File: config.mk
export PLATFORM = sky130hd
export DESIGN_NAME = memArbiter
export DESIGN_NICKNAME = d
export VERILOG_FILES = /design/src/common/cachePkg.sv /design/src/verilog/memArbiter.sv
export VERILOG_INCLUDE_DIRS = /design/src /design/src/common
export SDC_FILE = /design/constraint.sdc
export NUM_CORES = 1
export LEC_CHECK = 0
export BUFFER_PORTS_ARGS = -buffer_cell sky130_fd_sc_hd__buf_4
export CAP_MARGIN = 0
export CORE_AREA = 2 2 216 218
export DETAILED_ROUTE_END_ITERATION = 16
export DIE_AREA = 0 0 218 220
export PLACE_DENSITY = 0.5
export SLEW_MARGIN = 20
export SYNTH_ARGS = -nofsm -noshare
export SYNTH_HDL_FRONTEND = slang
export SYNTH_SLANG_ARGS = --single-unit
File: constraint.sdc
create_clock -name clk -period 6.65 [get_ports clk]
set_input_delay 0.3325 -clock clk [delete_from_list [all_inputs] [get_ports clk]]
set_output_delay 0.3325 -clock clk [all_outputs]
set_load 0.05 [all_outputs]
File: src/common/cache_defines.svh
`ifndef CACHE_DEFINES_SVH
`define CACHE_DEFINES_SVH

// Address and data path widths.
`define ADDR_W 64
`define DATA_W 64
`define MASK_W 8

// Four sets. Index is addr[4:3], tag is addr[63:5].
`define SET_BITS 2

// Backing memory, indexed by addr[10:3].
`define MEM_WORDS 256
`define MEM_LATENCY 3

// Bound on any single wait in the testbench.
`define TIMEOUT_CYCLES 200

`endif

File: src/common/cachePkg.sv
`default_nettype none
`include "cache_defines.svh"

package cachePkg;

    // One core request. The mask is only meaningful for stores.
    typedef struct packed {
        logic               write;
        logic [`ADDR_W-1:0] addr;
        logic [`DATA_W-1:0] data;
        logic [`MASK_W-1:0] mask;
    } cpuReq_t;

    typedef struct packed {
        logic [`DATA_W-1:0] data;
        logic               hit;
    } cpuResp_t;

    typedef enum logic {
        MEM_READ,
        MEM_WRITE
    } memCmd_t;

    typedef struct packed {
        memCmd_t            cmd;
        logic [`ADDR_W-1:0] addr;
        logic [`DATA_W-1:0] data;
        logic [`MASK_W-1:0] mask;
    } memReq_t;

    typedef enum logic [1:0] {
        IDLE,
        MEM_WAIT,
        RESPOND
    } ctrlState_t;

    // Byte-lane merge used by both the cache and the memory.
    function automatic logic [`DATA_W-1:0] mergeBytes(
        input logic [`DATA_W-1:0] oldWord,
        input logic [`DATA_W-1:0] newWord,
        input logic [`MASK_W-1:0] mask
    );
        logic [`DATA_W-1:0] merged;
        merged = oldWord;
        for (int b = 0; b < `MASK_W; b++) begin
            if (mask[b]) begin
                merged[8*b +: 8] = newWord[8*b +: 8];
            end
        end
        return merged;
    endfunction

endpackage

`default_nettype wire

File: src/verilog/memArbiter.sv
`timescale 1ns/1ps
`default_nettype none
`include "cache_defines.svh"

module memArbiter (
    input  wire                      clk,
    input  wire                      rst,
    input  wire                      reqValidA,
    input  wire cachePkg::memReq_t   reqA,
    input  wire                      reqValidB,
    input  wire cachePkg::memReq_t   reqB,
    output logic                     doneA,
    output logic                     doneB,
    output logic [`DATA_W-1:0]       rdata,
    output logic                     memStart,
    output cachePkg::memReq_t        memReq,
    input  wire                      memFinish,
    input  wire [`DATA_W-1:0]        memRdata
);

    logic active;        // Memory access in flight.
    logic owner;         // 0 is A, 1 is B.
    logic lastWinner;
    logic anyReq;
    logic grantB;
    logic newGrant;

    assign anyReq   = reqValidA || reqValidB;
    // B wins if alone, or if both ask and A had the last turn.
    assign grantB   = reqValidB && (!reqValidA || !lastWinner);
    assign newGrant = !active && anyReq;

    always_ff @(posedge clk) begin
        if (rst) begin
            active     <= 1'b0;
            memStart   <= 1'b0;
            owner      <= 1'b0;
            lastWinner <= 1'b1;    // A takes the first contest.
        end else begin
            memStart <= newGrant;
            if (newGrant) begin
                active     <= 1'b1;
                owner      <= grantB;
                lastWinner <= grantB;
            end else if (active && memFinish) begin
                active <= 1'b0;
            end
        end
    end

    always_ff @(posedge clk) begin
        if (newGrant) begin
            memReq <= grantB ? reqB : reqA;
        end
    end

    assign doneA = memFinish && active && !owner;
    assign doneB = memFinish && active && owner;
    assign rdata = memRdata;

endmodule

`default_nettype wire

-- After elaboration in Yosys (flattened, before gate mapping)
Cells that the tools add are included.
- flip-flop bits (word level): 141
- input bits: 343
- logic and storage cells: 23
- multiplexer cells: 3
- reduce and logical (&&, ||, !) cells: 12
- operator list (operator ; number):
    $mux 137 ; 1
    $logic_and 1x1->1 ; 5
    $logic_not 1->1 ; 4
    $logic_or 1x1->1 ; 2
    $mux 1 ; 2
    $reduce_bool 2->1 ; 1

-- Depth between registers and ports, before layout
- depth after elaboration: 4
- mapped depth: 4
- mapped depth without buffers: 2

-- Worst setup path after synthesis
Ideal clock, no wire load.
- path type: input -> register
- start point: in reqValidB
- end point: reg memReq[0] in the netlist's numbering, enable pin
- data arrival time: 6127 ps
- data required time: 6011 ps
- setup slack: -115 ps
- stages: 2
- cell sequence: nor2_1 > nor2_1
- cells in the longest elaborated chain, start to end: 2
- ends and longest elaborated chain (what ; RTL line ; RTL):
    start: declaration ; memArbiter.sv:10 ; input wire reqValidB,
    $logic_or 1x1->1 ; memArbiter.sv:28 ; assign anyReq = reqValidA || reqValidB;
    $logic_and 1x1->1 ; memArbiter.sv:31 ; assign newGrant = !active && anyReq;
    via newGrant ; memArbiter.sv:26 ; logic newGrant;
    end signal: assignment ; memArbiter.sv:53 ; memReq <= grantB ? reqB : reqA;
    end: declaration ; memArbiter.sv:16 ; output cachePkg::memReq_t memReq,
The timed path passes the listed nets, and every way through them passes these cells.
A chain may end at the register's enable or synchronous reset.

-- Final worst setup path
- start point: reg lastWinner
- end point: reg memReq[35] in the netlist's numbering (data pin)
- cells in the longest elaborated chain, start to end: 4
- ends and longest elaborated chain (what ; RTL line ; RTL):
    start: declaration ; memArbiter.sv:23 ; logic lastWinner;
    start signal: assignment ; memArbiter.sv:44 ; lastWinner <= grantB;
    $logic_not 1->1 ; memArbiter.sv:30 ; assign grantB = reqValidB && (!reqValidA || !lastWinner);
    $logic_or 1x1->1 ; memArbiter.sv:30 ;
    $logic_and 1x1->1 ; memArbiter.sv:30 ;
    $mux 137 ; memArbiter.sv:53 ;
Every way passes these cells.

==> results.md <==
- Area growth syn-to-layout: 59.8%
- Distinct cell type count of the synthesized netlist: 17
- Maximum clock frequency: 418 MHz
- Sum of negative setup slack: 0 ns
- Setup Viol. Count Final: 0
- Io pins: about 550
- Initial standard-cell utilization of the core: around 14%
- Worst-path maximum fanout: 59
- CP Cell Sequence: a21boi_4 -> buf_4 -> mux2_2
- Antenna diode count: 0
- Core Region: ~0.046 mm^2
- Via count of the first global-routing pass: between 4000 and 5000
- Clk buf depth: 2
- Number of max-cap violations: 0
- Vias after detailed routing: between 4000 and 5000
- Die outline height: between 200 and 250 um
- Clk_skew: roughly 0.0090 ns
- Most common library cell in the layout ignoring fill and taps: buf_4
- CP Buf/Inv Count: 1
- Final period util: 36.0%
- Count of instances resized after the clock tree is built: 0
- Buffers on Ports: roughly 420
- Clock Pin Slew Worst Setup and Hold Paths: ~0.060 ns
- Post-DP Area: 0.00976 mm^2
- Core Rows: 79
- Sum of routed wire length over all layers: about 21000 um
- Number of pins with negative max-slew slack in the final report: 0
- Worst endpoint required time: between 6 and 7 ns
- Shortest period the worst path allows: roughly 2.4 ns
- Biggest cell delay along the critical path: ~0.70 ns
- CP startpoint kind: register
- Number of nets still failing antenna checks after routing: 0
- Slew margin rel.: slightly above 40%
- Final Net Count: 1076
- CTS Root Cell: clkbuf_16
- Worst voltage drop across the vdd grid: between 0.1 and 0.15 mV
- Unrepaired setup endpoints after global routing: no
- Vias per cell: between 3 and 4
- Highest-count cells in the layout ignoring fill and taps: buf_4 (422), mux2_2 (137), edfxtp_1 (137)
- Largest net degree at the start of global routing: between 60 and 70
- Overall track demand over capacity in global routing: 8.46%
- Area of the die: 0.0480 mm^2
- Horizontal die dimension: 218 um
- Synth Warn #: 0
- Mean instance size in the synthesized netlist: approximately 17 um^2
- Critical Path Sink Type: register
- Post-synthesis cell area: 0.00648 mm^2
- Classification of the worst-slack hold path: primary input to register
- Cell leakage power: about 4.2 nW
- Average wire per standard cell: 15.6 um
- Endpoint arrival time on the critical path: 2.61 ns
- CTS Hold Bufs: 0
- Number of clock sinks: about 140
- Gate count after technology mapping: about 370
- FF+latch count, synth: approximately 140
- Final Instance Area: about 0.010 mm^2
- Skew-Pair Late Insertion Delay: 0.47 ns
- First-pass DRT Iterations: 4
- Cts bufs inserted: 17
- Synthesized net count: 714
- Number of antenna violations at the first check in global routing: 0
- Total count of hold-check failures in the final report: 0
- Total grt overflow: 0
- CTS HTree Levels: 4
- Wire length of the first global-routing pass: around 28000 um
- Share of the yosys chip area belonging to registers: about two thirds
- Status: finished clean
- Drt drc: 0
- Share of layout cells above drive strength 1: between 70% and 80%
- Classification of the worst setup path: register to register
- Setup Fix Bufs, Post-CTS: 0
- Pwr Density: 271 mW/mm^2
- Delay-heaviest family, CP: buffers and inverters
- GPL Wtd Cong: 0.737
- CTS tree: yes
- Post-DP HPWL: 16400 um
- Standard cell with the maximum stage delay on the critical path: buf_4
- Actual transition at the worst max-transition pin: about 0.89 ns
- First-iteration detailed-routing DRC count: 188
## kinds of logic (layout without fill, tap and decap cells)
family | Yosys count | after routing | synth area share [%]
AO/OA/AOI/OAI | 4 | 4 | 0.753
buffers and inverters | 80 | 455 | 10.1
flip-flops | 141 | 141 | 64.7
multiplexers | 137 | 137 | 23.8
AND/OR/NAND/NOR | 9 | 9 | 0.618
## synthesized netlist by cell type
master	count	area share (%)
edfxtp_1	137	63
mux2_2	137	24
buf_4	64	7.4
buf_6	10	1.7
nor2_1	5	0.29
clkbuf_8	4	0.85
dfxtp_1	4	1.2
a21boi_4	1	0.29
a221o_1	1	0.15
a32o_1	1	0.15
and3_1	1	0.097
buf_2	1	0.077
inv_1	1	0.058
nand2_1	1	0.058
nand2b_1	1	0.097
nor3_1	1	0.077
o311a_1	1	0.15
## where the power goes
group          switching [mW]  internal (mW)  leakage (nW)
registers              0.0275           1.08          1.37
clock network           0.412          0.590         0.286
logic                   0.417          0.273          2.59
total                   0.857           1.95          4.25
## stage by stage
step	std cells	power, mW	setup WS (ns)	util [%]	hold slack [ns]
floorplan	371	1.66	2.26	-	0.409
CTS	1353	2.87	4.21	22.6	0.00779
global placement	1321	1.83	4.15	21.3	0.522
finish	1353	2.80	4.26	22.6	0.0686
detailed placement	1321	1.83	4.08	21.3	0.510
global route	1353	2.92	4.09	22.6	0.0335
## final timing paths
path / startpoint / to / slack [ns] / depth (start not counted)
max: lastWinner$_SDFFE_PP1P_ / memReq[35]$_DFFE_PP_ / 4.26 / 3
min: rst / memStart$_SDFF_PP0_ / 0.07 / 2
max reg2reg: lastWinner$_SDFFE_PP1P_ / memReq[35]$_DFFE_PP_ / 4.26 / 3
min reg2reg: owner$_SDFFE_PP0P_ / owner$_SDFFE_PP0P_ / 0.53 / 1
## sequential cells by signal (all words and copies together) (netlist names)
name / count
owner: 1
memReq: 137
lastWinner: 1
memStart: 1
active: 1
## final cells by class
class,count,area [um^2]
Clock buffer,19,433
Multi-Input combinational cell,150,1640
Inverter,1,3.75
Clock inverter,13,163
Sequential cell,141,4190
Fill cell,4879,35500
Tap cell,607,759
Timing Repair Buffer,422,3170
## layer usage
layer | vias to the layer above | wire length, um | global-route usage [%]
met5 | - | 0 | 0
met4 | 0 | 778 | 5.37
met3 | 58 | 2150 | 3.92
met2 | 275 | 10700 | 14.1
met1 | 2102 | 7570 | 8.56
li1 | 2071 | - | -
No activity file was read; power rests on OpenSTA's default activity.
