`src/common/cache_defines.svh`:
```
`ifndef CACHE_DEFINES_SVH
`define CACHE_DEFINES_SVH

// Address and data path widths.
`define ADDR_W 64
`define DATA_W 64
`define MASK_W 8

// Four sets. Index is addr[4:3], tag is addr[63:5].
`define SET_BITS 2

// Backing memory, indexed by addr[10:3].
`define MEM_WORDS 256
`define MEM_LATENCY 3

// Bound on any single wait in the testbench.
`define TIMEOUT_CYCLES 200

`endif

```
`src/common/cachePkg.sv`:
```
`default_nettype none
`include "cache_defines.svh"

package cachePkg;

    // One core request. The mask is only meaningful for stores.
    typedef struct packed {
        logic               write;
        logic [`ADDR_W-1:0] addr;
        logic [`DATA_W-1:0] data;
        logic [`MASK_W-1:0] mask;
    } cpuReq_t;

    typedef struct packed {
        logic [`DATA_W-1:0] data;
        logic               hit;
    } cpuResp_t;

    typedef enum logic {
        MEM_READ,
        MEM_WRITE
    } memCmd_t;

    typedef struct packed {
        memCmd_t            cmd;
        logic [`ADDR_W-1:0] addr;
        logic [`DATA_W-1:0] data;
        logic [`MASK_W-1:0] mask;
    } memReq_t;

    typedef enum logic [1:0] {
        IDLE,
        MEM_WAIT,
        RESPOND
    } ctrlState_t;

    // Byte-lane merge used by both the cache and the memory.
    function automatic logic [`DATA_W-1:0] mergeBytes(
        input logic [`DATA_W-1:0] oldWord,
        input logic [`DATA_W-1:0] newWord,
        input logic [`MASK_W-1:0] mask
    );
        logic [`DATA_W-1:0] merged;
        merged = oldWord;
        for (int b = 0; b < `MASK_W; b++) begin
            if (mask[b]) begin
                merged[8*b +: 8] = newWord[8*b +: 8];
            end
        end
        return merged;
    endfunction

endpackage

`default_nettype wire

```
`src/cache/cacheArray.sv`:
```
`timescale 1ns/1ps
`default_nettype none
`include "cache_defines.svh"

module cacheArray (
    input  wire                 clk,
    input  wire                 rst,
    input  wire [`ADDR_W-1:0]   lookupAddr,
    input  wire                 fillValid,
    input  wire [`ADDR_W-1:0]   fillAddr,
    input  wire [`DATA_W-1:0]   fillData,
    input  wire                 storeValid,
    input  wire [`ADDR_W-1:0]   storeAddr,
    input  wire                 storeWay,
    input  wire [`DATA_W-1:0]   storeData,
    input  wire [`MASK_W-1:0]   storeMask,
    output logic                hit,
    output logic                hitWay,
    output logic [`DATA_W-1:0]  hitData
);
    import cachePkg::*;

    localparam int NUM_SETS = 1 << `SET_BITS;
    localparam int TAG_W    = `ADDR_W - `SET_BITS - 3;

    logic [`DATA_W-1:0]  dataMem [2][NUM_SETS];
    logic [TAG_W-1:0]    tagMem [2][NUM_SETS];
    logic [NUM_SETS-1:0] validMem [2];
    logic [NUM_SETS-1:0] replWay;    // Next way to fill, per set.

    logic [`SET_BITS-1:0] lookupSet;
    logic [TAG_W-1:0]     lookupTag;
    logic [`SET_BITS-1:0] fillSet;
    logic [TAG_W-1:0]     fillTag;
    logic                 fillWay;
    logic [`SET_BITS-1:0] storeSet;
    logic [1:0]           wayHit;

    assign lookupSet = lookupAddr[`SET_BITS+2:3];
    assign lookupTag = lookupAddr[`ADDR_W-1:`SET_BITS+3];
    assign fillSet   = fillAddr[`SET_BITS+2:3];
    assign fillTag   = fillAddr[`ADDR_W-1:`SET_BITS+3];
    assign fillWay   = replWay[fillSet];
    assign storeSet  = storeAddr[`SET_BITS+2:3];

    // Tag compare on both ways.
    always_comb begin
        for (int w = 0; w < 2; w++) begin
            wayHit[w] = validMem[w][lookupSet] && (tagMem[w][lookupSet] == lookupTag);
        end
    end

    assign hit     = |wayHit;
    assign hitWay  = wayHit[1];
    assign hitData = dataMem[hitWay][lookupSet];

    always_ff @(posedge clk) begin
        if (rst) begin
            for (int w = 0; w < 2; w++) begin
                validMem[w] <= '0;
            end
            replWay <= '0;
        end else if (fillValid) begin
            validMem[fillWay][fillSet] <= 1'b1;
            replWay[fillSet] <= ~replWay[fillSet];    // Store hits leave this alone.
        end
    end

    // Line contents.
    always_ff @(posedge clk) begin
        if (fillValid) begin
            dataMem[fillWay][fillSet] <= fillData;
            tagMem[fillWay][fillSet]  <= fillTag;
        end
        if (storeValid) begin
            dataMem[storeWay][storeSet] <=
                mergeBytes(dataMem[storeWay][storeSet], storeData, storeMask);
        end
    end

endmodule

`default_nettype wire

```
`config.mk`:
```
export PLATFORM = sky130hd
export DESIGN_NAME = cacheArray
export DESIGN_NICKNAME = d
export VERILOG_FILES = /design/src/common/cachePkg.sv /design/src/cache/cacheArray.sv
export VERILOG_INCLUDE_DIRS = /design/src /design/src/common
export SDC_FILE = /design/constraint.sdc
export NUM_CORES = 2
export LEC_CHECK = 0
export BUFFER_PORTS_ARGS = -buffer_cell sky130_fd_sc_hd__buf_4
export CORE_ASPECT_RATIO = 1.2
export CORE_MARGIN = 1.5
export CORE_UTILIZATION = 46
export CTS_CLUSTER_DIAMETER = 200
export DETAILED_ROUTE_END_ITERATION = 6
export PLACE_DENSITY_LB_ADDON = 0.3
export SYNTH_ARGS = -nofsm -noshare
export SYNTH_HDL_FRONTEND = slang
export SYNTH_SLANG_ARGS = --single-unit
```
`constraint.sdc`:
```
create_clock -name clk -period 10.5 [get_ports clk]
set_input_delay 1.05 -clock clk [delete_from_list [all_inputs] [get_ports clk]]
set_output_delay 1.05 -clock clk [all_outputs]
set_load 0.02 [all_outputs]
```
# Yosys cells after proc, flatten, opt, wreduce, memory -nomap -nowiden
# Memory sizes are Yosys's and may differ from the RTL's.
# Cells that the tools add are included.
# word_totals
regBits	4
latch_bits	0
ramBits	992
rom_bits	0
in_bits	333
output_inout_bits	66
wordCells	80
mem_count	3
# memory_table
memory	words	width	rd	rd_clocked_by_memory_dff	wr	line_no	source
dataMem	2	256	2	0	2	cacheArray.sv:26	logic [`DATA_W-1:0] dataMem [2][NUM_SETS];
tagMem	2	236	2	0	1	cacheArray.sv:27	logic [TAG_W-1:0] tagMem [2][NUM_SETS];
validMem	2	4	2	0	2	cacheArray.sv:28	logic [NUM_SETS-1:0] validMem [2];
# op_classes
add_sub_neg	0
n_mul	0
div_mod_pow	0
magnitude_cmp	8
eq_ne	2
n_shift	0
mux	55
bitwise_logic	4
reduce_logical	7
# op_table
op	count
2-to-1 mux 256 bit	2
2-to-1 mux 64 bit	6
2-to-1 mux 59 bit	5
binary-select mux 64 bit (select 2 bit)	2
demux 64 bit (select 2 bit)	2
binary-select mux 59 bit (select 2 bit)	2
2-to-1 mux 236 bit	1
2-to-1 mux 8 bit	16
demux 59 bit (select 2 bit)	1
equality test 59 bit	2
2-to-1 mux 4 bit	3
2-to-1 mux 1 bit	10
greater-or-equal comparator 3 bit, second input constant	3
inverter 2 -> 3 bit	3
binary-select mux 1 bit (select 2 bit)	3
< comparator 2 x 3 -> 1 bit, second input constant	2
< comparator 3 x 1 -> 1 bit, second input constant	2
logical AND 1 bit	5
bitwise mux 4 bit	1
OR reduction 4 bit	1
demux 1 bit (select 2 bit)	1
greater-or-equal comparator 2 x 1 -> 1 bit, second input constant	1
OR reduction 2 bit	1
inverter 1 bit	1

# Logic depth before layout (Yosys ltp)
# An unclocked memory read counts as a cell.
# logic_depth
word_depth	10
ltp_mapped	14
depth_no_buf	7

# Worst setup path before layout
# OpenSTA, ideal clock, no wires.
# synth_timing
path_kind	input-to-reg
from	in fillValid
to	mem dataMem[1][100] in the netlist's numbering (enable)
setup_time_ns	0.423
t_arrival_ns	7.223
required_ns	10.077
path_slack_ns	2.854
cell_stages	4
path_buffers	0
cell_sequence	nand2_1 > nor3b_1 > inv_1 > nand2_1
# synth_lines
element	line_no	source
start: declaration	cacheArray.sv:9	input wire fillValid,
end: declaration	cacheArray.sv:26	

# Worst setup path after layout
# layout_timing
from	in lookupAddr[3]
to	out hitData[63]
# layout_via
elab_chain_len	10
elab_cells_between_ends	12
classes_between	eq/ne (1); mux (8); bitwise (1); reduce/logical (1); memory (1)
# layout_rtl
element	line_no	source
start: declaration	cacheArray.sv:8	input wire [`ADDR_W-1:0] lookupAddr,
inverter 2 -> 3 bit (not written as such)	cacheArray.sv:49, cacheArray.sv:55	
binary-select mux 59 bit (select 2 bit)	cacheArray.sv:49	wayHit[w] = validMem[w][lookupSet] && (tagMem[w][lookupSet] == lookupTag);
2-to-1 mux 59 bit (not written as such) (2 in a row)	cacheArray.sv:49	
equality test 59 bit	cacheArray.sv:49	
logical AND 1 bit	cacheArray.sv:49	
memory read (2 x 256 bit)	--	
binary-select mux 64 bit (select 2 bit) (*)	cacheArray.sv:55	assign hitData = dataMem[hitWay][lookupSet];
2-to-1 mux 64 bit (not written as such) (*) (2 in a row)	cacheArray.sv:55	
end: declaration	cacheArray.sv:19	output logic [`DATA_W-1:0] hitData
# Every way passes the cells marked *; elsewhere a longest branch is shown, timed or not. The select of a mux whose other input is x is not followed.

==> summary.txt <==
Run status
  • Status: finished clean

STA
  • Hold Fails Final Rpt: 0
  • Slew Viols, Final: 0
  • Min cycle time layout: 6.69 ns
  • Setup Skew: 0.0305 ns
  • Final number of setup-violating endpoints: 0
  • Worst-margin pin slew: between 1 and 1.5 ns
  • Fmax: 0.150 GHz
  • TNS Setup: 0 ns
  • Final Cycle Share: 0.637
  • Slew margin rel.: 0.275
  • Setup ws final: between 3 and 4 ns
  • RSZ-0062 raised after global routing: false

GRT
  • Global-route wire length before repair: 193000 microns
  • Largest net degree at the start of global routing: 95
  • Total gr overflow: 0
  • Initial antenna violation count: 30
  • All-Layer GR Usage: 0.246
  • Vias in the first global route: 30100

Logic synthesis
  • YS warnings: 0
  • Post-synth EDFFs: 984
  • Synth Flop Type: edfxtp_1
  • Post-synthesis cell count: ~3300
  • Synth unique cells: 59
  • Post-Syn Area per Cell: 14.5 sq um
  • Synth Register Bits: 996
  • Post-Syn Nets: roughly 3700
  • Sequential share of the synthesized area: 0.614
  • Post-Syn Area: approximately 0.048 sq mm
  • Synth async-reset ratio: 0

Worst setup path
  • Crit path launch: lookupAddr[3]
  • CP Cell Sequence: buf_8, clkinv_1, a221oi_1, o221a_2, nand4_1, or4_1, nor4_4, buf_12, mux2_2, buf_4
  • CP max FO: 64
  • Reg-to-Reg Start: replWay[0]
  • Bufs and invs on worst path: 4
  • Delay-heaviest family, CP: buffers and inverters
  • CP arrival: 5.64 ns
  • Max incr delay on CP: 0.84 ns
  • Slowest cell on crit path: clkinv_1
  • WP data required: 9.45 ns
  • Critical path type: input port to primary output
  • Kind of end point of the critical path: primary output
  • Crit path launch type: input port

Routing
  • Via density: 5.95
  • DRT Pass-1 Iters: 6
  • Via count: 29700
  • WL/cell: 26.5 microns
  • Remaining DRCs: 0
  • 1st-iter DRT viols: 2664
  • DRT antenna net count: 0
  • DRT Wirelength: 132000 microns

Clock network
  • Worst-skew pair later-pin latency: between 0.6 and 0.7 ns
  • CTS resizes: 0
  • Setup bufs post-CTS: 0
  • Clock Tree Buf Depth: 3
  • CTS H-tree lvls: 3
  • CTS clk-pin slew, worst paths: 0.06 ns
  • CTS tree: done
  • Root Driver: clkbuf_16
  • Total CTS buffers: 101
  • Clock sink total: about 1000
  • Number of hold buffers added after cts: 0

Min path
  • Origin of the worst min-delay path: validMem[1][3]
  • Worst min path class: flop to flop

Placed design
  • Dpl ws: roughly 3.8 ns
  • Dpl hpwl: 77800 microns
  • Routability cong.: 0.926
  • PortBufs: 330

Layout
  • Register area: 0.0298 sq mm
  • Filler cells: 8564
  • Most frequent cells in the layout: edfxtp_1, nand2_1, o21ai_0
  • Final net count: 3846
  • Layout cell share with drive strength beyond 1: 0.266
  • Area growth, synth to finish: 13.5%
  • Multi-input gate area: 0.0175 sq mm
  • Commonest non-fill, non-tap cell in the layout: edfxtp_1

Floorplanning
  • Die W: 299 microns
  • Starting Density: 0.464
  • I/O pins: ~400
  • Die footprint: 0.107 sq mm
  • Die Y: 359 microns
  • Core area: 0.105 sq mm
  • Floorplan row count: 130

Power
  • PD cells: 163 mW/mm^2
  • Leak: 19.5 nW
  • Max rail drop VDD: 0.167 mV

Flow run
  • Max cap viols: 0
report_power, final:
part	switching [mW]	internal [mW]
Sequential	0.0373	4.51
Clock	1.52	1.90
Combinational	0.583	0.415
tightest hold or removal path: cells and delay by family (launching register included):
family / cells / cell delay [ns]
compound gates: 1 / 0.05
buf+inv: 1 / 0.06
flops: 1 / 0.30
area by class of cell:
cell class / instances / area share
timing repair buffer: 373 / 0.0518
clock inverter: 48 / 0.00707
tap: 1386 / 0.0315
antenna: 9 / 0.000409
sequential: 996 / 0.541
inverter: 29 / 0.00198
multi-input combinational: 2012 / 0.317
clock buffer: 130 / 0.0483
Yosys cell counts, types with 9 or more instances:
library cell  instances  area [sq um]
edfxtp_1            984         29500
nand2_1             545          2050
o21ai_0             527          2640
mux4_2              347          7820
clkbuf_1            161           604
mux2i_1             126          1260
buf_1                97           364
nor2_1               95           357
a21oi_1              74           370
mux2_4               62           931
xor2_1               43           377
xnor2_1              34           298
inv_1                28           105
nor4_1               22           138
buf_6                16           180
nand3_1              13          65.1
o22ai_1              13          81.3
buf_2                12          60.1
dfxtp_1              12           240
mux2_2               12           135
buf_4                11          82.6
nand4_1              11          68.8
nor3_1                9          45.0
through the flow:
step | cell area [sq um] | cells | hold WS, ns | util | power, mW
6_report | 55000 | 4983 | 0.453 | 0.526 | 8.97
2_1_floorplan | 48500 | 3334 | 0.432 | - | 5.26
3_3_place_gp | 52000 | 4796 | 0.444 | 0.497 | 5.61
4_1_cts | 55000 | 4974 | 0.456 | 0.526 | 9.03
5_1_grt | 55000 | 4979 | 0.472 | 0.526 | 9.25
3_5_place_dp | 52000 | 4796 | 0.446 | 0.497 | 5.64
state kept, by name, indices dropped and copies added, names as in the netlist:
signal / cells
tagMem: 472
validMem: 8
dataMem: 512
replWay: 4
final timing paths:
check                    endpoint  slack [ns]  cells past startpoint
setup / recovery      hitData[63]        3.81                     10
hold / removal     validMem[1][3]        0.45                      2
setup reg to reg  dataMem[1][238]        7.73                      3
hold reg to reg    validMem[1][3]        0.45                      2
kinds of logic after synthesis:
| logic type | share of synthesized area |
|---|---|
| DFF | 0.614 |
| and+or+nand+nor | 0.0611 |
| AOI/OAI and AO/OA | 0.0724 |
| muxes | 0.209 |
| buffers and inverters | 0.0289 |
| xor gates and xnor gates | 0.0139 |
per-layer routing:
metal	vias to the layer above	track usage	wire [microns]
met5	-	0	311
li1	13300	-	-
met2	1256	0.426	66100
met4	46	0.0884	4420
met3	284	0.0573	12400
met1	14800	0.301	48700
No activity file was read; power rests on OpenSTA's default activity.
