[src/common/cache_defines.svh]
`ifndef CACHE_DEFINES_SVH
`define CACHE_DEFINES_SVH

// Address and data path widths.
`define ADDR_W 64
`define DATA_W 64
`define MASK_W 8

// Four sets. Index is addr[4:3], tag is addr[63:5].
`define SET_BITS 2

// Backing memory, indexed by addr[10:3].
`define MEM_WORDS 256
`define MEM_LATENCY 3

// Bound on any single wait in the testbench.
`define TIMEOUT_CYCLES 200

`endif

[src/common/cachePkg.sv]
`default_nettype none
`include "cache_defines.svh"

package cachePkg;

    // One core request. The mask is only meaningful for stores.
    typedef struct packed {
        logic               write;
        logic [`ADDR_W-1:0] addr;
        logic [`DATA_W-1:0] data;
        logic [`MASK_W-1:0] mask;
    } cpuReq_t;

    typedef struct packed {
        logic [`DATA_W-1:0] data;
        logic               hit;
    } cpuResp_t;

    typedef enum logic {
        MEM_READ,
        MEM_WRITE
    } memCmd_t;

    typedef struct packed {
        memCmd_t            cmd;
        logic [`ADDR_W-1:0] addr;
        logic [`DATA_W-1:0] data;
        logic [`MASK_W-1:0] mask;
    } memReq_t;

    typedef enum logic [1:0] {
        IDLE,
        MEM_WAIT,
        RESPOND
    } ctrlState_t;

    // Byte-lane merge used by both the cache and the memory.
    function automatic logic [`DATA_W-1:0] mergeBytes(
        input logic [`DATA_W-1:0] oldWord,
        input logic [`DATA_W-1:0] newWord,
        input logic [`MASK_W-1:0] mask
    );
        logic [`DATA_W-1:0] merged;
        merged = oldWord;
        for (int b = 0; b < `MASK_W; b++) begin
            if (mask[b]) begin
                merged[8*b +: 8] = newWord[8*b +: 8];
            end
        end
        return merged;
    endfunction

endpackage

`default_nettype wire

[src/cache/cacheController.sv]
`timescale 1ns/1ps
`default_nettype none
`include "cache_defines.svh"

module cacheController (
    input  wire                      clk,
    input  wire                      rst,
    input  wire                      reqValid,
    input  wire cachePkg::cpuReq_t   req,
    output logic                     busy,
    output logic                     respValid,
    output cachePkg::cpuResp_t       resp,
    output logic [`ADDR_W-1:0]       lookupAddr,
    input  wire                      hit,
    input  wire                      hitWay,
    input  wire [`DATA_W-1:0]        hitData,
    output logic                     fillValid,
    output logic [`ADDR_W-1:0]       fillAddr,
    output logic [`DATA_W-1:0]       fillData,
    output logic                     storeValid,
    output logic [`ADDR_W-1:0]       storeAddr,
    output logic                     storeWay,
    output logic [`DATA_W-1:0]       storeData,
    output logic [`MASK_W-1:0]       storeMask,
    output logic                     memReqValid,
    output cachePkg::memReq_t        memReq,
    input  wire                      memDone,
    input  wire [`DATA_W-1:0]        memRdata
);
    import cachePkg::*;

    ctrlState_t state;
    cpuReq_t    curReq;
    logic       acceptReq;

    assign acceptReq = (state == IDLE) && reqValid;    // Pulses while busy are dropped.
    assign busy      = (state != IDLE);
    assign respValid = (state == RESPOND);

    // Lookup only matters on the accept cycle.
    assign lookupAddr = req.addr;

    // Store hit merges at the request edge.
    assign storeValid = acceptReq && req.write && hit;
    assign storeAddr  = req.addr;
    assign storeWay   = hitWay;
    assign storeData  = req.data;
    assign storeMask  = req.mask;

    assign fillValid = (state == MEM_WAIT) && memDone && !curReq.write;
    assign fillAddr  = curReq.addr;
    assign fillData  = memRdata;

    always_comb begin
        memReq.cmd  = curReq.write ? MEM_WRITE : MEM_READ;
        memReq.addr = curReq.addr;
        memReq.data = curReq.data;
        memReq.mask = curReq.mask;
    end

    always_ff @(posedge clk) begin
        if (rst) begin
            state       <= IDLE;
            memReqValid <= 1'b0;
        end else begin
            case (state)
                IDLE: begin
                    if (acceptReq) begin
                        if (!req.write && hit) begin
                            state <= RESPOND;
                        end else begin
                            state       <= MEM_WAIT;
                            memReqValid <= 1'b1;    // Held until memDone.
                        end
                    end
                end
                MEM_WAIT: begin
                    if (memDone) begin
                        state       <= RESPOND;
                        memReqValid <= 1'b0;
                    end
                end
                RESPOND: state <= IDLE;
                default: state <= IDLE;
            endcase
        end
    end

    // Request copy and response payload.
    always_ff @(posedge clk) begin
        if (acceptReq) begin
            curReq    <= req;
            resp.data <= req.write ? req.data : hitData;
            resp.hit  <= hit;
        end else if (fillValid) begin
            resp.data <= memRdata;
        end
    end

endmodule

`default_nettype wire

[config.mk]
export PLATFORM = sky130hd
export DESIGN_NAME = cacheController
export DESIGN_NICKNAME = d
export VERILOG_FILES = /design/src/common/cachePkg.sv /design/src/cache/cacheController.sv
export VERILOG_INCLUDE_DIRS = /design/src /design/src/common
export SDC_FILE = /design/constraint.sdc
export NUM_CORES = 1
export LEC_CHECK = 0
export ABC_AREA = 0
export BUFFER_PORTS_ARGS = -buffer_cell sky130_fd_sc_hd__buf_2
export CORE_AREA = 2 2 314 316
export DETAILED_ROUTE_END_ITERATION = 6
export DIE_AREA = 0 0 316 318
export SLEW_MARGIN = 10
export SYNTH_ARGS = -nofsm -noshare
export SYNTH_HDL_FRONTEND = slang
export SYNTH_SLANG_ARGS = --single-unit
[constraint.sdc]
create_clock -name clk -period 9.2 [get_ports clk]
set_input_delay 0.92 -clock clk [delete_from_list [all_inputs] [get_ports clk]]
set_output_delay 0.92 -clock clk [all_outputs]
set_load 0.01 [all_outputs]
# ---- Yosys cells after proc, flatten, opt, wreduce, memory -nomap -nowiden
# Index checks and enable logic that the tools add are counted.
dict set report classes {
  eq_ne 5
  mux 12
  n_reduce_logical 14
}
# operator n
set op_table {}
lappend op_table {{two-way mux 64 bit} 3}
lappend op_table {{logical AND 1 bit} 6}
lappend op_table {{two-way mux 2 bit} 3}
lappend op_table {{!= test 2 bit, second input constant} 3}
lappend op_table {{nonzero test 2 bit} 3}
lappend op_table {{two-way mux 1 bit} 4}
lappend op_table {{one-hot mux 2 bit (2 select lines)} 1}
lappend op_table {{AND reduction 4 bit} 1}
lappend op_table {{equality test 2 x 1 -> 1 bit, second input constant} 1}
lappend op_table {{equality test 2 bit, second input constant} 1}
lappend op_table {{zero test 1 bit} 2}
lappend op_table {{zero test 2 bit} 1}
lappend op_table {{one-hot mux 1 bit (2 select lines)} 1}
lappend op_table {{AND reduction 2 bit} 1}
dict set report word_totals {
  regBits 205
  out_inout_bits 536
  elab_cells 39
  in_bits 271
}

# ---- Logic depth before layout (Yosys ltp)
# Gate-level depths: netlist of run 1.
dict set report logic_depth {
  ltp_word 5
  ltp_mapped 5
  ltp_nobuf 3
}

# ---- Least setup slack after synthesis of run 1
# OpenSTA, ideal clock, no wires.
dict set report synth_path {
  path_kind {input port to flip-flop}
  start {input port reqValid}
  end {register resp[42] (netlist name), data pin}
  arrival_ps 3210
  slack_ps 5642
  t_required_ps 8852
  n_path_buf 2
  setup_ps 348
  path_stages 4
  cell_sequence {nor3b_4 buf_2 buf_2 a21oi_1}
}
dict set report synth_via {
  elab_chain_cells 2
}
# item line_no
set synth_rtl {}
lappend synth_rtl {{from (decl)} cacheController.sv:8} ;# input wire reqValid,
lappend synth_rtl {{logical AND 1 bit} cacheController.sv:36} ;# assign acceptReq = (state == IDLE) && reqValid;
lappend synth_rtl {{named net acceptReq} cacheController.sv:34} ;# logic acceptReq;
lappend synth_rtl {{two-way mux 64 bit} cacheController.sv:91} ;# if (acceptReq) begin
lappend synth_rtl {{to (decl)} cacheController.sv:12} ;# output cachePkg::cpuResp_t resp,
# The timed path passes the listed nets, and every way through them passes these cells.
# A chain may end at the register's enable or synchronous reset.

# ---- Final worst setup path of run 1
dict set report layout_path {
  start {input port reqValid}
  end {output port storeValid}
}
dict set report layout_via {
  elab_chain_cells 3
}
# item line_no
set layout_rtl {}
lappend layout_rtl {{logical AND 1 bit} cacheController.sv:36}
lappend layout_rtl {{logical AND 1 bit (2 in a row)} cacheController.sv:44} ;# assign storeValid = acceptReq && req.write && hit;
lappend layout_rtl {{to (decl)} cacheController.sv:20} ;# output logic storeValid,
# No other way between the ends.

==> summary.md, run 1 <==
- 0 — final setup violating endpoints
- complete, no violations — outcome
- 4 — number of cells on the worst reg-to-reg path
- 60 ps — post-CTS clock slew at the launch and capture registers of the worst setup and hold paths
- sky130_fd_sc_hd__buf_2, sky130_fd_sc_hd__edfxtp_1, sky130_fd_sc_hd__nor2_1, sky130_fd_sc_hd__a21oi_1, sky130_fd_sc_hd__mux2i_1 — leading cell types in the layout, fill and taps excluded
- sky130_fd_sc_hd__edfxtp_1, sky130_fd_sc_hd__buf_4, sky130_fd_sc_hd__mux2i_1 — cell types occupying the most area after synthesis
- 39.7% — layout-stage area growth over the synthesis result
- sky130_fd_sc_hd__clkbuf_16 — Root Buffer Master
- 0.113 mV — worst supply voltage drop on vdd
- primary input — element type at the critical path start
- 2300 ps — data arrival time of the critical path
- 97,400 µm² — area inside the core boundary
- 0.491 — relative slew slack
- 192 nW/µm² — cell area power density
- sky130_fd_sc_hd__edfxtp_1 — area leader, netlist
- 0 — number of hold violations in the final report
- req[6] — hold_sp
- 0 — Ys Warns
- memReq[6]$_DFFE_PP_ — worst-case hold path end point
- 8280 ps — Worst Path Required
- 100,000 µm² — Die Area
- 3220 ps — final critical path time including I/O delays and setup
- no — setup repair after global routing missed its margin
- 6.20 nW — Leak Pwr
- 804 — input/output buffers
- 5930 ps — dpl ws
- 3 — number of buffers on the longest clock path
- 0 — max-slew violation total from the final report
- 0 — setup repair bufs after CTS
- 10,000 µm² — area of the mapped netlist
- 0.101 — overall fraction of global-route tracks in use
- 14.1 ps — clock skew
- 54.5 mm — aggregate routed wire length
- 0 ps — final total negative setup slack
- 45.9 mm — detailed-placement wirelength estimate
- 5 — first drt pass iteration count
- 11,000 — number of fillers in the final layout
- 13.1 µm² — synthesized area per cell
- output port — type of element capturing the critical path
- 0.904 — routability congestion estimate from global placement
- 764 ps — slew at the pin closest to its max-slew limit
- 0 — GRT overflow
- 318 µm — die extent in y
- 6620 ps — worst setup slack for register-to-register paths
- 311 MHz — fmax
- state[1]$_SDFFE_PP0P_ — launch instance of the worst register-to-register path
- 1,524 — number of nets in the final layout
- 807 — number of top-level pins
- 1,035 — number of nets in the synthesized netlist
- 205 — clk sinks
- 0 — count of max-cap constraint violations
- 7,154 — number of global-route vias before repair
- 0.144 — final core utilization
- 21.2 µm — detail-routed net length per standard cell
- 7,598 — vias after detailed routing
- 0 — hold-fix buffer count after cts
- 205 — total of flip-flops plus latches after synthesis
- primary input to output port — kind of critical path
- 67.3 mm — global-route wire length before repair
- 1 — hold path depth
- 145 — maximum number of pins on one net before global-route repair
- 0.605 — top-area cell type share of the netlist area
- 20 — unique cell type count in the Yosys netlist
- 764 — number of instances in the synthesized netlist
- sky130_fd_sc_hd__buf_2 — leading cell type in the layout, fill and taps excluded
- 0.668 — ratio of cells with drive above 1 in the final layout
- 0 — number of remaining DRC errors
- 19 — number of antenna violations at the first check in global routing
- 115 — Row Count
- resp[31]$_DFFE_PP_ — worst flop-to-flop path endpoint
- primary input to flop — Hold Path Class
- 144 — worst-path fanout max
- done — clock tree from TritonCTS
- 5980 ps — final setup slack of the worst path
- 0.350 — fraction of the cycle the final worst path needs
- 418 — count of routing violations after the opening detailed-route iteration
- 0 — Post-DRT Antenna Nets
- 27 — number of buffers created by CTS
- 2.96 — post-detailed-route via-to-cell ratio
- 0 — Resize count post-CTS
- 1 — H-Tree Level Count
- 316 µm — Horiz. Die Dim
- 0.103 — initial core utilization
- 580 ps — clock latency on the worst-skew pair
- 534 ps — Min Hold Slack
- 0.611 — fraction of the yosys area taken by sequential cells
-- layout make-up --
class / instances / area [µm²] / share of cell area
multi-input cells: 208 / 1310 / 0.0935
inverters: 1 / 3.75 / 0.000268
well taps: 1287 / 1610 / 0.115
diodes: 9 / 22.5 / 0.00161
clock inverters: 16 / 143 / 0.0102
flip-flops and latches: 205 / 6130 / 0.438
repair buffers: 810 / 4080 / 0.292
clock buffers: 33 / 698 / 0.0499
-- worst max path at each step --
stage	startpoint	end	slack (ps)	depth (start not counted)
after detailed placement	reqValid	storeValid	5930	5
after floorplan	reqValid	resp[42]$_DFFE_PP_	5640	4
after CTS	state[1]$_SDFFE_PP0P_	storeValid	5910	4
final	reqValid	storeValid	5980	5
after global routing	state[1]$_SDFFE_PP0P_	storeValid	5850	4
after global placement	reqValid	storeValid	5940	5
-- power breakdown --
part	leakage (nW)	internal (mW)	total [mW]	switching, mW
Clock	0.413	0.595	1.04	0.446
Combinational	3.83	0.172	0.498	0.326
Sequential	1.96	1.13	1.15	0.0286
-- cells by family after synthesis --
kind of cell / Yosys count / synth area share
AND/OR/NAND/NOR: 77 / 0.0326
flip-flops: 205 / 0.611
AO/OA/AOI/OAI: 67 / 0.0338
buffers and inverters: 351 / 0.258
multiplexers: 64 / 0.0639
-- Yosys cell counts --
master,count
sky130_fd_sc_hd__buf_4,330
sky130_fd_sc_hd__edfxtp_1,202
sky130_fd_sc_hd__a21oi_1,65
sky130_fd_sc_hd__nor2_1,65
sky130_fd_sc_hd__mux2i_1,64
sky130_fd_sc_hd__buf_2,15
sky130_fd_sc_hd__clkbuf_1,3
sky130_fd_sc_hd__dfxtp_1,3
sky130_fd_sc_hd__nor3_1,3
sky130_fd_sc_hd__buf_6,2
sky130_fd_sc_hd__nor2b_1,2
sky130_fd_sc_hd__or2_2,2
sky130_fd_sc_hd__a211oi_1,1
sky130_fd_sc_hd__a31oi_1,1
sky130_fd_sc_hd__and3_1,1
sky130_fd_sc_hd__inv_1,1
sky130_fd_sc_hd__nand2_1,1
sky130_fd_sc_hd__nand2b_1,1
sky130_fd_sc_hd__nand3b_1,1
sky130_fd_sc_hd__nor3b_4,1
-- per-stage QoR --
stage | power (mW) | instances | cell area, µm²
2_1_floorplan | 1.45 | 764 | 10000
3_3_place_gp | 1.68 | 2511 | 13100
3_5_place_dp | 1.69 | 2511 | 13100
4_1_cts | 2.76 | 2560 | 14000
5_1_grt | 2.82 | 2564 | 14000
6_report | 2.69 | 2569 | 14000
-- worst max-delay path, stage by stage --
cell and delay (ps):
sky130_fd_sc_hd__buf_2 100, sky130_fd_sc_hd__nor3b_4 230, sky130_fd_sc_hd__buf_12 550, sky130_fd_sc_hd__and3_1 280, sky130_fd_sc_hd__buf_2 160
-- layer usage --
metal / up-vias / wire [µm] / global-route usage
met5: - / 40 / 0
met4: 6 / 1280 / 0.0261
met3: 64 / 5340 / 0.0342
met2: 543 / 24300 / 0.159
met1: 3665 / 23500 / 0.132
li1: 3320 / - / -
-- state kept, by name, indices dropped and copies added, names as in the netlist --
| signal | flops |
|---|---|
| curReq | 1 |
| fillAddr | 64 |
| memReq | 72 |
| memReqValid | 1 |
| resp | 65 |
| state | 2 |
No activity file was read; power rests on OpenSTA's default activity.
==> inputs of run 2 (changes only) <==
--- a/config.mk
+++ b/config.mk
@@ -8,9 +8,9 @@
 export LEC_CHECK = 0
 export ABC_AREA = 0
 export BUFFER_PORTS_ARGS = -buffer_cell sky130_fd_sc_hd__buf_2
-export CORE_AREA = 2 2 314 316
+export CORE_AREA = 2 2 316 318
 export DETAILED_ROUTE_END_ITERATION = 6
-export DIE_AREA = 0 0 316 318
+export DIE_AREA = 0 0 318 320
 export SLEW_MARGIN = 10
 export SYNTH_ARGS = -nofsm -noshare
 export SYNTH_HDL_FRONTEND = slang
==> constraint.sdc (replaced) <==
create_clock -name clk -period 3.2 [get_ports clk]
set_input_delay 0.32 -clock clk [delete_from_list [all_inputs] [get_ports clk]]
set_output_delay 0.32 -clock clk [all_outputs]
set_load 0.01 [all_outputs]
==> summary.md, run 2 (synthesis gave the netlist of run 1 again) <==
- 8.04 mW — total design power
- sky130_fd_sc_hd__clkbuf_16 — Root Buffer Master
- 13,200 µm² — cell area after placement
- 658 ps — slew at the pin closest to its max-slew limit
- 1350 ps — worst setup slack for register-to-register paths
- 7,817 — number of global-route vias before repair
- 0 — final setup violating endpoints
- 807 — number of top-level pins
- 1 — H-Tree Level Count
- 804 — input/output buffers
- no — setup repair after global routing missed its margin
- 3 — number of buffers on the longest clock path
- 0 ps — final total negative setup slack
- 1,628 — number of nets in the final layout
- 0.393 — Clock Power Share
- sky130_fd_sc_hd__buf_2 — leading cell type in the layout, fill and taps excluded
- 57.0 mm — aggregate routed wire length
- 72 — max reg flops
- 0 — number of remaining DRC errors
- 21.3 µm — detail-routed net length per standard cell
- 0.875 — routability congestion estimate from global placement
- 0 — count of max-cap constraint violations
- 115 — Row Count
- 0.413 — sequential fraction of design power
- 0.102 — initial core utilization
- 2.35 mW — switching power
- 9.67 ps — clock skew
- complete, no violations — outcome
- 16 — number of antenna violations at the first check in global routing
- 0.193 — Logic pwr share
- 111 — maximum number of pins on one net before global-route repair
- 0 — Resize count post-CTS
- 60 ps — post-CTS clock slew at the launch and capture registers of the worst setup and hold paths
- 8,058 — vias after detailed routing
- 6130 µm² — register area
- 0.339 mV — worst supply voltage drop on vdd
- 3.01 — post-detailed-route via-to-cell ratio
- 2880 ps — Worst Path Required
- 531 nW/µm² — cell area power density
- 0 — GRT overflow
- 51.1% — layout-stage area growth over the synthesis result
- 0.766 — fraction of the cycle the final worst path needs
- 5.69 mW — Pint
- 11,000 — number of fillers in the final layout
- 27 — number of buffers created by CTS
- 71.9 mm — global-route wire length before repair
- 580 ps — clock latency on the worst-skew pair
- 15,100 µm² — final non-filler cell area
- flop to output port — kind of critical path
- 320 µm — die extent in y
- 47.7 mm — detailed-placement wirelength estimate
- 6.68 nW — Leak Pwr
- 70 — worst-path fanout max
- 0 — Post-DRT Antenna Nets
- 2,512 — Placed Cells incl. Taps
- 748 ps — final setup slack of the worst path
- 0.562 — relative slew slack
- 2450 ps — final critical path time including I/O delays and setup
- 408 MHz — fmax
- 205 — clk sinks
- 0.105 — overall fraction of global-route tracks in use
- flop — element type at the critical path start
- 2130 ps — data arrival time of the critical path
- output port — type of element capturing the critical path
- 370 — count of routing violations after the opening detailed-route iteration
- done — clock tree from TritonCTS
- 0.292 — proportion of total power due to net switching
- 102,000 µm² — Die Area
- primary input to flop — Hold Path Class
- 2,674 — Final Instance Count excl. Fillers
- 98,000 µm² — area inside the core boundary
- 0 — max-slew violation total from the final report
- 0 — number of hold violations in the final report
- 318 µm — Horiz. Die Dim
- sky130_fd_sc_hd__buf_2, sky130_fd_sc_hd__edfxtp_1, sky130_fd_sc_hd__dlygate4sd3_1 — leading cell types in the layout, fill and taps excluded
- 4 — first drt pass iteration count
- 1320 ps — dpl ws
- 7.36 ps — Min Hold Slack
- 1310 µm² — multi-input combinational cell area
- 0.621 — ratio of cells with drive above 1 in the final layout
- 0.155 — final core utilization
-- run 2: timing repair --
action / in CTS / in global routing
endpoints found under the hold margin: 104 / 0
buffers inserted: 0 / 0
hold buffers: 103 / 0
-- run 2: layout make-up --
type | instances | share of cell area
Clock buffer | 31 | 0.0456
Timing Repair Buffer | 914 | 0.342
Clock inverter | 18 | 0.0137
Antenna cell | 10 | 0.00165
Inverter | 1 | 0.000248
Sequential cell | 205 | 0.404
Multi-Input combinational cell | 208 | 0.0864
Tap cell | 1287 | 0.106
-- run 2: worst paths after layout --
kind / startpoint / to / cells past startpoint
worst max register to register: state[1]$_SDFFE_PP0P_ / resp[26]$_DFFE_PP_ / 3
worst min-delay path: req[76] / fillAddr[4]$_DFFE_PP_ / 1
worst min register to register: memReqValid$_SDFFE_PP0P_ / memReqValid$_SDFFE_PP0P_ / 2
worst max-delay path: state[1]$_SDFFE_PP0P_ / storeValid / 4
-- run 2: critical path, cell delays in order, from the launching register on --
cell and delay [ps]:
sky130_fd_sc_hd__dfxtp_1 380, sky130_fd_sc_hd__nor3b_4 430, sky130_fd_sc_hd__buf_12 320, sky130_fd_sc_hd__and3_1 200
sky130_fd_sc_hd__buf_2 120
-- run 2: power by group through the flow --
stage | Combinational (mW) | Clock [mW] | Sequential [mW]
floorplan | 0.702 | 0 | 3.48
global placement | 1.49 | 0 | 3.38
detailed placement | 1.49 | 0 | 3.38
CTS | 1.60 | 3.29 | 3.33
global route | 1.67 | 3.36 | 3.35
finish | 1.56 | 3.16 | 3.32
-- run 2: metal layers --
metal,global-route usage,wire [µm],vias up,share of wire
met5,0,40,-,0.00070
met4,0.0395,2130,6,0.037
met1,0.135,24500,3878,0.43
met2,0.168,25800,557,0.45
met3,0.0272,4460,93,0.078
li1,-,-,3524,-
==> inputs of run 3 (changes only) <==
--- a/config.mk
+++ b/config.mk
@@ -8,9 +8,9 @@
 export LEC_CHECK = 0
 export ABC_AREA = 0
 export BUFFER_PORTS_ARGS = -buffer_cell sky130_fd_sc_hd__buf_2
-export CORE_AREA = 2 2 316 318
+export CORE_AREA = 2 2 314 316
 export DETAILED_ROUTE_END_ITERATION = 6
-export DIE_AREA = 0 0 318 320
+export DIE_AREA = 0 0 316 318
 export SLEW_MARGIN = 10
 export SYNTH_ARGS = -nofsm -noshare
 export SYNTH_HDL_FRONTEND = slang
==> constraint.sdc (replaced) <==
create_clock -name clk -period 2.2 [get_ports clk]
set_input_delay 0.22 -clock clk [delete_from_list [all_inputs] [get_ports clk]]
set_output_delay 0.22 -clock clk [all_outputs]
set_load 0.01 [all_outputs]
==> summary.md, run 3 (synthesis gave the netlist of run 1 again) <==
- complete, no violations — outcome
- 2530 ps — Worst Path Required
- 5 — first drt pass iteration count
- 21.3 µm — detail-routed net length per standard cell
- state[0]$_SDFFE_PP0P_ — Worst Setup SP
- 1310 µm² — multi-input combinational cell area
- done — clock tree from TritonCTS
- 0 — GRT overflow
- 3 — number of buffers on the longest clock path
- 11.5 ps — clock skew
- 6130 µm² — register area
- 2100 ps — final critical path time including I/O delays and setup
- 318 µm — die extent in y
- 8,884 — vias after detailed routing
- sky130_fd_sc_hd__clkbuf_16 — Root Buffer Master
- 807 — number of top-level pins
- 3.14 — post-detailed-route via-to-cell ratio
- 0 — Post-DRT Antenna Nets
- 0.173 — final core utilization
- sky130_fd_sc_hd__buf_2, sky130_fd_sc_hd__dlygate4sd3_1, sky130_fd_sc_hd__edfxtp_1 — leading cell types in the layout, fill and taps excluded
- 2430 ps — data arrival time of the critical path
- 48.7 mm — detailed-placement wirelength estimate
- 0.570 — ratio of cells with drive above 1 in the final layout
- 53 — maximum number of pins on one net before global-route repair
- 1 — H-Tree Level Count
- 557 — count of routing violations after the opening detailed-route iteration
- 0 — number of remaining DRC errors
- 1,788 — number of nets in the final layout
- 75.8 mm — global-route wire length before repair
- 10,700 — number of fillers in the final layout
- 580 ps — clock latency on the worst-skew pair
- 7.41 nW — Leak Pwr
- 67.7% — layout-stage area growth over the synthesis result
- 0.103 — initial core utilization
- 0.954 — fraction of the cycle the final worst path needs
- 734 nW/µm² — cell area power density
- 115 — Row Count
- hitData[36] — hold_sp
- state[0]$_SDFFE_PP0P_ — launch instance of the worst register-to-register path
- 0.560 mV — worst supply voltage drop on vdd
- flop — type of element capturing the critical path
- primary input to flop — Hold Path Class
- 0.777 — relative slew slack
- 52 — worst-path fanout max
- 8,680 — number of global-route vias before repair
- flop — element type at the critical path start
- 0.112 — overall fraction of global-route tracks in use
- 97,400 µm² — area inside the core boundary
- 316 µm — Horiz. Die Dim
- 100,000 µm² — Die Area
- no — setup repair after global routing missed its margin
- 804 — input/output buffers
- 0 — max-slew violation total from the final report
- sky130_fd_sc_hd__buf_2 — leading cell type in the layout, fill and taps excluded
- 0.834 — routability congestion estimate from global placement
- 476 MHz — fmax
- 0 — count of max-cap constraint violations
- 28 — number of buffers created by CTS
- 72 — max reg flops
- 205 — clk sinks
- 9 — number of antenna violations at the first check in global routing
- flop to flop — kind of critical path
- 60 ps — post-CTS clock slew at the launch and capture registers of the worst setup and hold paths
- 335 ps — slew at the pin closest to its max-slew limit
- 0 — final setup violating endpoints
- 60.2 mm — aggregate routed wire length
- 0 ps — final total negative setup slack
- 0 — number of hold violations in the final report
-- run 3: cell types whose count changed in the layout (fill, tap and decap cells not counted), sizes merged --
| cell | previous run | this run |
|---|---|---|
| clkinv | 9 | 10 |
| dlygate4sd3 | 103 | 246 |
| buf | 811 | 826 |
| bufbuf | 0 | 1 |
| clkinvlp | 2 | 3 |
| inv | 4 | 3 |
| bufinv | 4 | 5 |
| diode | 10 | 2 |
-- run 3: worst paths after layout --
path | end | slack (ps) | cells past startpoint
hold / removal | resp[37]$_DFFE_PP_ | 40 | 3
setup reg to reg | resp[38]$_DFFE_PP_ | 100 | 5
setup / recovery | resp[38]$_DFFE_PP_ | 100 | 5
hold reg to reg | memReqValid$_SDFFE_PP0P_ | 520 | 2
-- run 3: power by group --
part / internal, mW / switching (mW) / total [mW] / leakage [nW]
Clock: 2.98 / 1.92 / 4.89 / 0.469
Sequential: 4.70 / 0.124 / 4.83 / 1.96
Combinational: 1.11 / 1.51 / 2.62 / 4.98
-- run 3: layout make-up --
cell class | instances | share of cell area
Timing Repair Buffer | 1073 | 0.403
Sequential cell | 205 | 0.365
Tap cell | 1287 | 0.0958
Multi-Input combinational cell | 208 | 0.0779
Clock buffer | 31 | 0.0436
Clock inverter | 20 | 0.0143
Antenna cell | 2 | 0.000298
Inverter | 1 | 0.000223
-- run 3: through the flow --
| stage | hold WS (ps) | worst slack (ps) | cells | power (mW) | instance area, µm² |
|---|---|---|---|---|---|
| 5_1_grt | 29.4 | 8.32 | 2825 | 12.8 | 16800 |
| 2_1_floorplan | 293 | 71.1 | 764 | 6.07 | 10000 |
| 6_report | 39.2 | 100 | 2827 | 12.3 | 16800 |
| 4_1_cts | 0.388 | 76.9 | 2825 | 12.6 | 16800 |
| 3_3_place_gp | 421 | 470 | 2526 | 7.13 | 13300 |
| 3_5_place_dp | 419 | 436 | 2526 | 7.14 | 13300 |
-- run 3: worst max-delay path: stages, from the launching register on --
cell and delay (ps):
sky130_fd_sc_hd__dfxtp_2 350, sky130_fd_sc_hd__nor3b_4 250, sky130_fd_sc_hd__buf_12 220, sky130_fd_sc_hd__buf_16 260, sky130_fd_sc_hd__a21oi_1 120, sky130_fd_sc_hd__dlygate4sd3_1 570
-- run 3: routing by layer --
layer  up-vias  global-route usage  share of wire
li1       3832                   -              -
met5         -                   0         0.0011
met3        85              0.0345           0.10
met4        10              0.0316          0.027
met2       634               0.186           0.46
met1      4323               0.140           0.41
-- run 3: what timing repair did --
item | in CTS | in global routing
hold endpoints to repair | 200 | 0
buffers inserted | 1 | 0
gates resized for setup | 0 | 3
cloned | 1 | 0
hold buffers | 246 | 0
endpoints found under the setup margin | 1 | 10
pin swaps | 1 | 0
